<file path="src/mldsa_defs.svh">
`ifndef MLDSA_DEFS_SVH
`define MLDSA_DEFS_SVH

// ML-DSA modulus q
`define MLDSA_Q 23'd8380417

// (q-1)/32, so r1 stays within 4 bits
`define MLDSA_GAMMA2 261888

// Coefficient field width inside a memory word, top bit always zero
`define COEFF_W 24

// Memory word address width
`define MEM_ADDR_W 10

// Four coefficients per word, 256 per polynomial
`define POLY_WORDS 64

// Buffer entries, also the producer's starting credit count
`define FIFO_DEPTH 4

// w1 slots the hash side grants after reset
`define W1_CREDITS 2

`endif
</file>
<file path="src/mldsa_pkg.sv">
`default_nettype none

package mldsa_pkg;

    // Operation mode of the decompose subsystem
    typedef enum logic {
        DCMP_SIGN   = 1'b0,
        DCMP_VERIFY = 1'b1
    } dcmp_mode_e;

    // Read controller states
    typedef enum logic [1:0] {
        RD_IDLE,
        RD_ISSUE,
        // All reads issued, wait for the datapath to finish
        RD_DRAIN
    } rd_state_e;

    // Datapath states
    typedef enum logic {
        UNIT_IDLE,
        UNIT_RUN
    } unit_state_e;

endpackage

`default_nettype wire

</file>
<file path="src/decompose_top.sv">
`timescale 1ns/100ps
`include "mldsa_defs.svh"
`default_nettype none

module decompose_top (
    input  wire                     clk,
    input  wire                     reset_n,
    input  wire                     start_i,
    input  mldsa_pkg::dcmp_mode_e   mode_i,
    input  wire  [`MEM_ADDR_W-1:0]  base_i,
    input  wire  [`MEM_ADDR_W-1:0]  dest_base_i,
    input  wire  [`MEM_ADDR_W-1:0]  hint_base_i,
    // Coefficient and hint memory read ports
    output logic                    coef_rd_en_o,
    output logic [`MEM_ADDR_W-1:0]  coef_rd_addr_o,
    input  wire  [4*`COEFF_W-1:0]   coef_rd_data_i,
    output logic                    hint_rd_en_o,
    output logic [`MEM_ADDR_W-1:0]  hint_rd_addr_o,
    input  wire  [4*`COEFF_W-1:0]   hint_rd_data_i,
    // r0 write-back
    output logic                    r0_wr_en_o,
    output logic [`MEM_ADDR_W-1:0]  r0_wr_addr_o,
    output logic [4*`COEFF_W-1:0]   r0_wr_data_o,
    // z buffer
    output logic                    z_wr_en_o,
    output logic [`MEM_ADDR_W-1:0]  z_wr_addr_o,
    output logic [3:0]              z_o,
    // Hash side
    output logic                    w1_valid_o,
    output logic [63:0]             w1_o,
    input  wire                     w1_credit_i,
    output logic                    busy_o,
    output logic                    done_o
);

    logic                   push;
    logic [4*`COEFF_W-1:0]  push_coef;
    logic [3:0]             push_hint;
    logic                   credit_return;
    logic                   pop;
    logic [4*`COEFF_W-1:0]  head_coef;
    logic [3:0]             head_hint;
    logic                   not_empty;

    decompose_rd_ctrl u_rd_ctrl (
        .clk             (clk),
        .reset_n         (reset_n),
        .start_i         (start_i),
        .mode_i          (mode_i),
        .base_i          (base_i),
        .hint_base_i     (hint_base_i),
        .coef_rd_en_o    (coef_rd_en_o),
        .coef_rd_addr_o  (coef_rd_addr_o),
        .hint_rd_en_o    (hint_rd_en_o),
        .hint_rd_addr_o  (hint_rd_addr_o),
        .coef_rd_data_i  (coef_rd_data_i),
        .hint_rd_data_i  (hint_rd_data_i),
        .credit_return_i (credit_return),
        .push_o          (push),
        .push_coef_o     (push_coef),
        .push_hint_o     (push_hint),
        .done_i          (done_o),
        .busy_o          (busy_o)
    );

    coeff_credit_fifo u_fifo (
        .clk             (clk),
        .reset_n         (reset_n),
        .push_i          (push),
        .push_coef_i     (push_coef),
        .push_hint_i     (push_hint),
        .pop_i           (pop),
        .head_coef_o     (head_coef),
        .head_hint_o     (head_hint),
        .not_empty_o     (not_empty),
        .credit_return_o (credit_return)
    );

    decompose_unit u_unit (
        .clk          (clk),
        .reset_n      (reset_n),
        .start_i      (start_i),
        .mode_i       (mode_i),
        .dest_base_i  (dest_base_i),
        .head_coef_i  (head_coef),
        .head_hint_i  (head_hint),
        .not_empty_i  (not_empty),
        .pop_o        (pop),
        .r0_wr_en_o   (r0_wr_en_o),
        .r0_wr_addr_o (r0_wr_addr_o),
        .r0_wr_data_o (r0_wr_data_o),
        .z_wr_en_o    (z_wr_en_o),
        .z_wr_addr_o  (z_wr_addr_o),
        .z_o          (z_o),
        .w1_valid_o   (w1_valid_o),
        .w1_o         (w1_o),
        .w1_credit_i  (w1_credit_i),
        .done_o       (done_o)
    );

endmodule

`default_nettype wire

</file>
<file path="src/decompose_unit.sv">
`timescale 1ns/100ps
`include "mldsa_defs.svh"
`default_nettype none

module decompose_unit (
    input  wire                     clk,
    input  wire                     reset_n,
    input  wire                     start_i,
    input  mldsa_pkg::dcmp_mode_e   mode_i,
    input  wire  [`MEM_ADDR_W-1:0]  dest_base_i,
    input  wire  [4*`COEFF_W-1:0]   head_coef_i,
    input  wire  [3:0]              head_hint_i,
    input  wire                     not_empty_i,
    output logic                    pop_o,
    output logic                    r0_wr_en_o,
    output logic [`MEM_ADDR_W-1:0]  r0_wr_addr_o,
    output logic [4*`COEFF_W-1:0]   r0_wr_data_o,
    output logic                    z_wr_en_o,
    output logic [`MEM_ADDR_W-1:0]  z_wr_addr_o,
    output logic [3:0]              z_o,
    output logic                    w1_valid_o,
    output logic [63:0]             w1_o,
    input  wire                     w1_credit_i,
    output logic                    done_o
);
    import mldsa_pkg::*;

    localparam int IDX_W = $clog2(`POLY_WORDS);
    localparam int CNT_W = $clog2(`POLY_WORDS + 1);
    localparam int W1C_W = $clog2(`W1_CREDITS + 1);

    unit_state_e        state_q;
    logic [CNT_W-1:0]   pop_cnt_q;
    logic [W1C_W-1:0]   w1_cnt_q;
    logic [W1C_W-1:0]   resv_q;
    logic               s1_valid_q;
    logic [IDX_W-1:0]   s1_idx_q;
    logic               verify;
    logic               grp_first;
    logic               reserve;
    logic               last_out;
    logic [4*`COEFF_W-1:0] r0_pack;
    logic [22:0]        lane_r0 [4];
    logic [3:0]         lane_r1 [4];
    logic [3:0]         lane_z;

    assign verify    = (mode_i == DCMP_VERIFY);
    assign grp_first = (pop_cnt_q[1:0] == 2'd0);

    // First word of a group needs a free w1 slot before it enters the pipe
    assign pop_o = (state_q == UNIT_RUN) && not_empty_i
                   && (pop_cnt_q != CNT_W'(`POLY_WORDS))
                   && (!grp_first || (w1_cnt_q != '0));
    assign reserve  = pop_o && grp_first;
    assign last_out = s1_valid_q && (s1_idx_q == IDX_W'(`POLY_WORDS - 1));

    for (genvar i = 0; i < 4; i++) begin : g_lane
        decompose_lane u_lane (
            .clk      (clk),
            .reset_n  (reset_n),
            .en_i     (pop_o),
            .verify_i (verify),
            .r_i      (head_coef_i[i*`COEFF_W +: 23]),
            .hint_i   (head_hint_i[i]),
            .r0_o     (lane_r0[i]),
            .r1_o     (lane_r1[i]),
            .z_o      (lane_z[i])
        );
    end

    always_comb begin
        for (int i = 0; i < 4; i++) begin
            r0_pack[i*`COEFF_W +: `COEFF_W] = `COEFF_W'(lane_r0[i]);
        end
    end

    // Control and pipeline valid
    always_ff @(posedge clk or negedge reset_n) begin
        if (!reset_n) begin
            state_q    <= UNIT_IDLE;
            pop_cnt_q  <= '0;
            w1_cnt_q   <= W1C_W'(`W1_CREDITS);
            resv_q     <= '0;
            s1_valid_q <= 1'b0;
            r0_wr_en_o <= 1'b0;
            z_wr_en_o  <= 1'b0;
            w1_valid_o <= 1'b0;
            done_o     <= 1'b0;
        end else begin
            case (state_q)
                UNIT_IDLE: if (start_i) state_q <= UNIT_RUN;
                UNIT_RUN:  if (last_out) state_q <= UNIT_IDLE;
                default:   state_q <= UNIT_IDLE;
            endcase
            if (start_i && (state_q == UNIT_IDLE)) begin
                pop_cnt_q <= '0;
            end else if (pop_o) begin
                pop_cnt_q <= pop_cnt_q + 1'b1;
            end
            w1_cnt_q   <= w1_cnt_q - W1C_W'(reserve) + W1C_W'(w1_credit_i);
            resv_q     <= resv_q + W1C_W'(reserve) - W1C_W'(w1_valid_o);
            s1_valid_q <= pop_o;
            r0_wr_en_o <= s1_valid_q && !verify;
            z_wr_en_o  <= s1_valid_q && !verify;
            w1_valid_o <= s1_valid_q && (s1_idx_q[1:0] == 2'd3);
            done_o     <= last_out;
        end
    end

    // Word index and output payload
    always_ff @(posedge clk) begin
        if (pop_o) begin
            s1_idx_q <= pop_cnt_q[IDX_W-1:0];
        end
        if (s1_valid_q) begin
            r0_wr_addr_o <= dest_base_i + `MEM_ADDR_W'(s1_idx_q);
            r0_wr_data_o <= r0_pack;
            z_wr_addr_o  <= `MEM_ADDR_W'(s1_idx_q);
            z_o          <= lane_z;
            // First coefficient ends up in the low bits after four shifts
            w1_o <= {lane_r1[3], lane_r1[2], lane_r1[1], lane_r1[0], w1_o[63:16]};
        end
    end

    // Every w1 word must own a slot reserved when its group started
    w1_reserved_a: assert property (@(posedge clk) disable iff (!reset_n)
        w1_valid_o |-> (resv_q != '0));

endmodule

`default_nettype wire

</file>
<file path="src/coeff_credit_fifo.sv">
`timescale 1ns/100ps
`include "mldsa_defs.svh"
`default_nettype none

module coeff_credit_fifo (
    input  wire                     clk,
    input  wire                     reset_n,
    input  wire                     push_i,
    input  wire  [4*`COEFF_W-1:0]   push_coef_i,
    input  wire  [3:0]              push_hint_i,
    input  wire                     pop_i,
    output logic [4*`COEFF_W-1:0]   head_coef_o,
    output logic [3:0]              head_hint_o,
    output logic                    not_empty_o,
    output logic                    credit_return_o
);

    localparam int ENTRY_W = 4 * `COEFF_W + 4;
    localparam int PTR_W   = $clog2(`FIFO_DEPTH);
    localparam int CNT_W   = $clog2(`FIFO_DEPTH + 1);

    logic [ENTRY_W-1:0] mem_q [`FIFO_DEPTH];
    logic [PTR_W-1:0]   wr_ptr_q;
    logic [PTR_W-1:0]   rd_ptr_q;
    logic [CNT_W-1:0]   count_q;
    logic               do_pop;

    assign not_empty_o = (count_q != '0);
    assign do_pop      = pop_i && not_empty_o;

    // Each consumed entry frees one slot for the producer right away
    assign credit_return_o = do_pop;

    // Entry storage
    always_ff @(posedge clk) begin
        if (push_i) begin
            mem_q[wr_ptr_q] <= {push_hint_i, push_coef_i};
        end
    end

    always_ff @(posedge clk or negedge reset_n) begin
        if (!reset_n) begin
            wr_ptr_q <= '0;
            rd_ptr_q <= '0;
            count_q  <= '0;
        end else begin
            if (push_i) begin
                wr_ptr_q <= (wr_ptr_q == PTR_W'(`FIFO_DEPTH - 1)) ? '0 : wr_ptr_q + 1'b1;
            end
            if (do_pop) begin
                rd_ptr_q <= (rd_ptr_q == PTR_W'(`FIFO_DEPTH - 1)) ? '0 : rd_ptr_q + 1'b1;
            end
            count_q <= count_q + CNT_W'(push_i) - CNT_W'(do_pop);
        end
    end

    // Show-ahead head
    assign head_coef_o = mem_q[rd_ptr_q][4*`COEFF_W-1:0];
    assign head_hint_o = mem_q[rd_ptr_q][ENTRY_W-1 -: 4];

    // Producer credits must keep the buffer from overflowing
    no_overflow_a: assert property (@(posedge clk) disable iff (!reset_n)
        push_i |-> (count_q != CNT_W'(`FIFO_DEPTH)));

    // Consumer only pops what is there
    no_underflow_a: assert property (@(posedge clk) disable iff (!reset_n)
        pop_i |-> not_empty_o);

endmodule

`default_nettype wire

</file>
<file path="src/decompose_rd_ctrl.sv">
`timescale 1ns/100ps
`include "mldsa_defs.svh"
`default_nettype none

module decompose_rd_ctrl (
    input  wire                         clk,
    input  wire                         reset_n,
    input  wire                         start_i,
    input  mldsa_pkg::dcmp_mode_e       mode_i,
    input  wire  [`MEM_ADDR_W-1:0]      base_i,
    input  wire  [`MEM_ADDR_W-1:0]      hint_base_i,
    output logic                        coef_rd_en_o,
    output logic [`MEM_ADDR_W-1:0]      coef_rd_addr_o,
    output logic                        hint_rd_en_o,
    output logic [`MEM_ADDR_W-1:0]      hint_rd_addr_o,
    input  wire  [4*`COEFF_W-1:0]       coef_rd_data_i,
    input  wire  [4*`COEFF_W-1:0]       hint_rd_data_i,
    input  wire                         credit_return_i,
    output logic                        push_o,
    output logic [4*`COEFF_W-1:0]       push_coef_o,
    output logic [3:0]                  push_hint_o,
    input  wire                         done_i,
    output logic                        busy_o
);
    import mldsa_pkg::*;

    localparam int IDX_W = $clog2(`POLY_WORDS);
    localparam int CRD_W = $clog2(`FIFO_DEPTH + 1);

    rd_state_e          state_q, state_d;
    logic [IDX_W-1:0]   rd_idx_q;
    logic [CRD_W-1:0]   credit_q;
    logic               issue;
    logic               verify;

    assign verify = (mode_i == DCMP_VERIFY);

    // One read per cycle while a buffer slot is guaranteed
    assign issue = (state_q == RD_ISSUE) && (credit_q != '0);

    always_comb begin
        state_d = state_q;
        case (state_q)
            RD_IDLE:  if (start_i) state_d = RD_ISSUE;
            RD_ISSUE: if (issue && (rd_idx_q == IDX_W'(`POLY_WORDS - 1))) state_d = RD_DRAIN;
            RD_DRAIN: if (done_i) state_d = RD_IDLE;
            default:  state_d = RD_IDLE;
        endcase
    end

    always_ff @(posedge clk or negedge reset_n) begin
        if (!reset_n) begin
            state_q  <= RD_IDLE;
            rd_idx_q <= '0;
            credit_q <= CRD_W'(`FIFO_DEPTH);
            push_o   <= 1'b0;
        end else begin
            state_q  <= state_d;
            credit_q <= credit_q - CRD_W'(issue) + CRD_W'(credit_return_i);
            push_o   <= issue;
            if (start_i && (state_q == RD_IDLE)) begin
                rd_idx_q <= '0;
            end else if (issue) begin
                rd_idx_q <= rd_idx_q + 1'b1;
            end
        end
    end

    assign coef_rd_en_o   = issue;
    assign coef_rd_addr_o = base_i + `MEM_ADDR_W'(rd_idx_q);
    assign hint_rd_en_o   = issue && verify;
    assign hint_rd_addr_o = hint_base_i + `MEM_ADDR_W'(rd_idx_q);

    // Read data arrives one cycle after the enable and goes straight into the buffer
    assign push_coef_o = coef_rd_data_i;

    // Hint bit k is the LSB of field k
    always_comb begin
        for (int k = 0; k < 4; k++) begin
            push_hint_o[k] = verify & hint_rd_data_i[k*`COEFF_W];
        end
    end

    assign busy_o = (state_q != RD_IDLE);

    // Returned credits can never exceed what was handed out
    credit_bound_a: assert property (@(posedge clk) disable iff (!reset_n)
        credit_q <= CRD_W'(`FIFO_DEPTH));

endmodule

`default_nettype wire

</file>
<file path="src/decompose_lane.sv">
`timescale 1ns/100ps
`include "mldsa_defs.svh"
`default_nettype none

module decompose_lane (
    input  wire         clk,
    input  wire         reset_n,
    input  wire         en_i,
    input  wire         verify_i,
    input  wire  [22:0] r_i,
    input  wire         hint_i,
    output logic [22:0] r0_o,
    output logic [3:0]  r1_o,
    output logic        z_o
);

    localparam logic [22:0] GAMMA2     = 23'(`MLDSA_GAMMA2);
    localparam logic [22:0] TWO_GAMMA2 = 23'(2 * `MLDSA_GAMMA2);
    localparam logic [24:0] Q_EXT      = 25'(`MLDSA_Q);

    logic [15:0] above;
    logic        corner;
    logic [3:0]  r1_raw;
    logic [3:0]  r1_c;
    logic [22:0] r1_prod;
    logic [24:0] r0_diff;
    logic        r0_neg;
    logic        r0_pos;
    logic [22:0] r0_modq;
    logic [3:0]  r1_hinted;

    // Thermometer compare against the boundaries (2k+1)*GAMMA2
    always_comb begin
        for (int k = 0; k < 16; k++) begin
            above[k] = (r_i > 23'((2 * k + 1) * GAMMA2));
        end
    end

    // Top boundary is q-1-GAMMA2, past it r-r0 would be q-1
    assign corner = above[15];

    always_comb begin
        r1_raw = '0;
        for (int k = 0; k < 15; k++) begin
            r1_raw = r1_raw + 4'(above[k]);
        end
    end

    assign r1_c = corner ? 4'd0 : r1_raw;

    // Centered remainder, range (-GAMMA2, GAMMA2]
    assign r1_prod = TWO_GAMMA2 * {19'd0, r1_c};
    assign r0_diff = {2'b00, r_i} - {2'b00, r1_prod};
    assign r0_neg  = r0_diff[24];

    // Corner case r0 = r - q, which is r again modulo q
    always_comb begin
        if (corner) begin
            r0_modq = r_i;
        end else if (r0_neg) begin
            r0_modq = 23'(r0_diff + Q_EXT);
        end else begin
            r0_modq = r0_diff[22:0];
        end
    end

    // Corner r0 is never positive
    assign r0_pos = !corner && !r0_neg && (r0_diff != '0);

    // Use-hint step wraps modulo 16
    assign r1_hinted = r0_pos ? r1_c + 4'd1 : r1_c - 4'd1;

    always_ff @(posedge clk) begin
        if (en_i) begin
            r0_o <= r0_modq;
            z_o  <= (r1_c != 4'd0);
            r1_o <= (verify_i && hint_i) ? r1_hinted : r1_c;
        end
    end

    // Corner coefficients have passed every lower boundary, so the plain count would reach 16
    corner_thermo_a: assert property (@(posedge clk) disable iff (!reset_n)
        (en_i && corner) |-> (&above[14:0]));

endmodule

`default_nettype wire

</file>
<file path="config.mk">
export PLATFORM = sky130hd
export DESIGN_NAME = decompose_top
export DESIGN_NICKNAME = d
export VERILOG_FILES = /design/src/mldsa_pkg.sv /design/src/decompose_top.sv /design/src/decompose_unit.sv /design/src/coeff_credit_fifo.sv /design/src/decompose_rd_ctrl.sv /design/src/decompose_lane.sv
export VERILOG_INCLUDE_DIRS = /design/src
export SDC_FILE = /design/constraint.sdc
export NUM_CORES = 1
export LEC_CHECK = 0
export ABC_CLOCK_PERIOD_IN_PS = 32200
export BUFFER_PORTS_ARGS = -buffer_cell sky130_fd_sc_hd__buf_4
export CAP_MARGIN = 20
export CORE_MARGIN = 2
export CORE_UTILIZATION = 65
export CTS_BUF_LIST = sky130_fd_sc_hd__clkbuf_4
export DETAILED_ROUTE_END_ITERATION = 16
export GPL_TIMING_DRIVEN = 1
export PLACE_DENSITY = 0.88
export SLEW_MARGIN = 30
export SYNTH_ARGS = -nofsm -noshare
export SYNTH_HDL_FRONTEND = slang
export SYNTH_SLANG_ARGS = --single-unit
</file>
<file path="constraint.sdc">
create_clock -name clk -period 32.2 [get_ports clk]
set_input_delay 4.83 -clock clk [delete_from_list [all_inputs] [get_ports clk]]
set_output_delay 4.83 -clock clk [all_outputs]
set_load 0.01 [all_outputs]
</file>
==> results.md <==
* Outcome: completed
* DRC Markers at 0
* Pre-CTS setup slack at between 15 and 20 ns
* Post-cts resize count at 0
* Initial antenna violation count at 11
* CTS Hold Bufs at 0
* Final setup vio count at 0
* Worst-path clk slew at about 0.06 ns
* Avg Cell Area, Syn at 13.4 µm²
* Area Growth Syn to Fin at 14.4%
* Core Box Area at approximately 56000 µm²
* Crit start category: flip-flop
* FP Rows at 87
* Post-DRT Antenna Nets at 0
* Setup ws final at 17.03 ns
* Post-synth EDFFs at a little under 700
* Clock skew at about 0.07 ns
* Most frequent CP cell: fa_1
* WL per Instance at between 20 and 25 µm
* Synth top area cells: edfxtp_1, ha_1, mux4_2
* Unrepaired setup endpoints after global routing: no
* Share of cells above drive strength 1 at 0.236
* Post-CTS setup buffers at 0
* CP arrival at approximately 16 ns
* CTS tree: built
* Post-synth top area share at 0.548
* RR Endpoint: u_unit.g_lane[1].u_lane.r1_o[3]
* R2R setup slack at 17.03 ns
* PwrDens at roughly 42 nW/µm²
* Hold path depth at 0
* Clock tree root buffer cell: clkbuf_4
* Seq cells post-synth at just over 700
* Synth unique cells at 100
* Vias per inst at roughly 6.1
* Hpwl dp at approximately 63 mm
* Max cap viols at 0
* Total gr overflow at 0
* Number of nets in the layout at 3702
* GPL Wtd Cong at 0.957
* First DRT Iteration DRCs at between 2000 and 2500
* Min-Delay Endpoint: u_unit.r0_wr_data_o[53]
* Sequential share of the synthesized area at 0.570
* Filler cell count at between 3000 and 4000
* Die ar. at approximately 59000 µm²
* Rel. slew slack at 0.348
* Cts bufs inserted at 170
* Final hold violations at 0
* Crit end category: flip-flop
* Hold path start: u_unit.g_lane[2].u_lane.r0_o[5]
* Fin Setup TNS at 0 ns
* Leading area contributor after synthesis: edfxtp_1
* Initial Utilization at 0.658
* Worst reg-to-reg path cell count at roughly 40
* Max clock buf depth at 3
* Num Clock Sinks at between 700 and 800
* Critical path's slowest cell: dfrtp_4
* Cell Area, Synth at between 30000 and 40000 µm²
* Synth Flop Type: edfxtp_1
* Worst-margin pin slew at 0.978 ns
* Die outline height at ~240 µm
* Period Utilization, post-route at 0.471
* Vias at roughly 25000
* Worst VDD drop at approximately 0.040 mV
* Vias in the first global route at approximately 26000
* Worst-Skew Late Latency at between 1 and 1.5 ns
* Die width at 243 µm
* Smallest hold slack at around 0.38 ns
* Largest net degree at the start of global routing at 76
* Critical Path RT at 33.01 ns
* Pre-antenna DRT Iters at 12
* Synth warn at 0
* Fin util at 0.753
* Worst setup path class: reg -> reg
* Storage element area at 21200 µm²
* Ports at 438
* Area of the multi-input gates at 14900 µm²
* Post-synth ARST share at 0.0464
* GRT Total Usage at 0.305
* Crit path time final at between 15 and 20 ns
* Critical path peak fanout at 37
* Max Slew Vio Count at 0
* F_max at between 60 and 70 MHz
* Final WL at 90.0 mm
* First-pass GRT wire length at roughly 140 mm
* FF-to-FF Start: u_fifo.rd_ptr_q[0]
* CTS H-tree depth at 4
* Pleak at ~0.016 µW
* CP peak stage delay at ~0.88 ns
* PortBufs at ~330
* Power Total at roughly 1800 µW
* Cell count after synthesis at around 2800
* Min-delay worst type: reg -> reg
-- state kept, by name, indices dropped and copies added, names as in the netlist, 2 cells and up --
register and count:
u_fifo.mem_q 384, u_unit.g_lane.u_lane.r0_o 92, u_unit.r0_wr_data_o 92, u_unit.w1_o 64, u_unit.g_lane.u_lane.r1_o 16, u_unit.r0_wr_addr_o 10, u_unit.pop_cnt_q 7, u_rd_ctrl.rd_idx_q 6
u_unit.s1_idx_q 6, u_unit.z_wr_addr_o 6, u_unit.g_lane.u_lane.z_o 4, u_unit.z_o 4, u_fifo.count_q 3, u_rd_ctrl.credit_q 3, u_fifo.rd_ptr_q 2, u_fifo.wr_ptr_q 2
u_rd_ctrl.state_q 2, u_unit.w1_cnt_q 2
-- worst max-delay path by stage --
stage	cells after the start	startpoint	slack [ns]	to
2_1_floorplan	40	u_fifo.rd_ptr_q[0]	20.04	u_unit.g_lane[0].u_lane.r1_o[3]
3_3_place_gp	39	u_fifo.rd_ptr_q[0]	17.43	u_unit.g_lane[1].u_lane.r1_o[3]
3_5_place_dp	41	u_fifo.rd_ptr_q[0]	17.12	u_unit.g_lane[1].u_lane.r1_o[3]
4_1_cts	41	u_fifo.rd_ptr_q[0]	17.07	u_unit.g_lane[1].u_lane.r1_o[3]
5_1_grt	41	u_fifo.rd_ptr_q[0]	16.14	u_unit.g_lane[1].u_lane.r1_o[3]
6_report	41	u_fifo.rd_ptr_q[0]	17.03	u_unit.g_lane[1].u_lane.r1_o[3]
-- logic make-up (layout without fill, tap and decap cells) --
family,count (synthesis),after routing,share of synthesized area
flops,711,711,0.570
fa+ha+maj,257,257,0.104
simple gates,766,766,0.106
xor+xnor,181,181,0.0427
other cells,1,14,0.000101
buf+inv,257,823,0.0299
compound gates,477,477,0.0833
mux,122,122,0.0643
-- layout make-up --
cell class              count  share of cell area
diodes                      6            0.000353
clock buffers             250              0.0441
clock inverters            49             0.00674
inverters                 176              0.0155
multi-input cells        1811               0.351
flip-flops and latches    711               0.499
well taps                 756              0.0222
repair buffers            348              0.0616
-- Yosys cell counts, types with 12 or more instances --
cell / count
or3_1: 23
nor3_1: 64
nor2_1: 171
or2_2: 19
or4_1: 12
nand2_1: 176
o21ai_0: 123
edfxtp_1: 678
buf_2: 13
nand4_1: 33
o21a_1: 27
fa_1: 85
o21bai_1: 24
mux2_2: 13
a211oi_1: 13
xor2_1: 69
xnor2_1: 112
nor4_1: 21
nand2b_1: 26
a21oi_1: 124
mux2i_1: 17
ha_1: 172
dfrtp_1: 31
and3_1: 22
clkbuf_1: 42
mux4_2: 91
inv_1: 173
buf_4: 15
nand3_1: 78
a21o_1: 32
nor2b_1: 42
a31oi_1: 12
and2_1: 29
-- routing by layer --
layer | vias to the layer above | wire length [µm] | global-route usage
li1 | 11400 | - | -
met1 | 12500 | 33900 | 0.372
met2 | 1243 | 46000 | 0.521
met3 | 189 | 7640 | 0.0812
met4 | 10 | 2470 | 0.117
met5 | - | 66 | 0
-- per-stage QoR --
stage	cell area, µm²	std cells
floorplan	37200	2779
CTS	42500	4101
finish	42500	4107
global route	42500	4104
global placement	40300	3802
detailed placement	40300	3802
-- placed cells by master (no fill, tap or decap), types with 21 or more instances in the layout --
cell type	instances
a21o_1	32
nand3_1	78
and2_1	25
nor2_1	171
xor2_1	69
clkinv_1	31
nand4_1	33
o21ai_0	123
mux4_2	91
nor2b_1	42
nand2b_1	26
buf_4	346
ha_1	172
xnor2_1	112
and3_1	22
nor3_1	64
nor4_1	21
fa_1	85
a21oi_1	123
o21bai_1	24
edfxtp_1	678
dfrtp_1	28
or3_1	23
clkbuf_4	250
o21a_1	27
nand2_1	176
inv_1	173
-- worst max-delay path, delay by kind of cell (launching register included) --
| kind | cells | cell delay, ns |
|---|---|---|
| compound gates | 11 | 2.91 |
| xor+xnor | 1 | 0.27 |
| fa+ha+maj | 12 | 5.73 |
| buf+inv | 6 | 1.71 |
| flops | 1 | 0.88 |
| mux | 2 | 0.93 |
| simple gates | 9 | 2.45 |
-- report_power, final --
group	switching, µW	leakage, µW	internal (µW)
Clock	353	0.00129	373
Combinational	21.6	0.00800	21.4
Sequential	2.03	0.00653	1010
No activity file was read; power rests on OpenSTA's default activity.
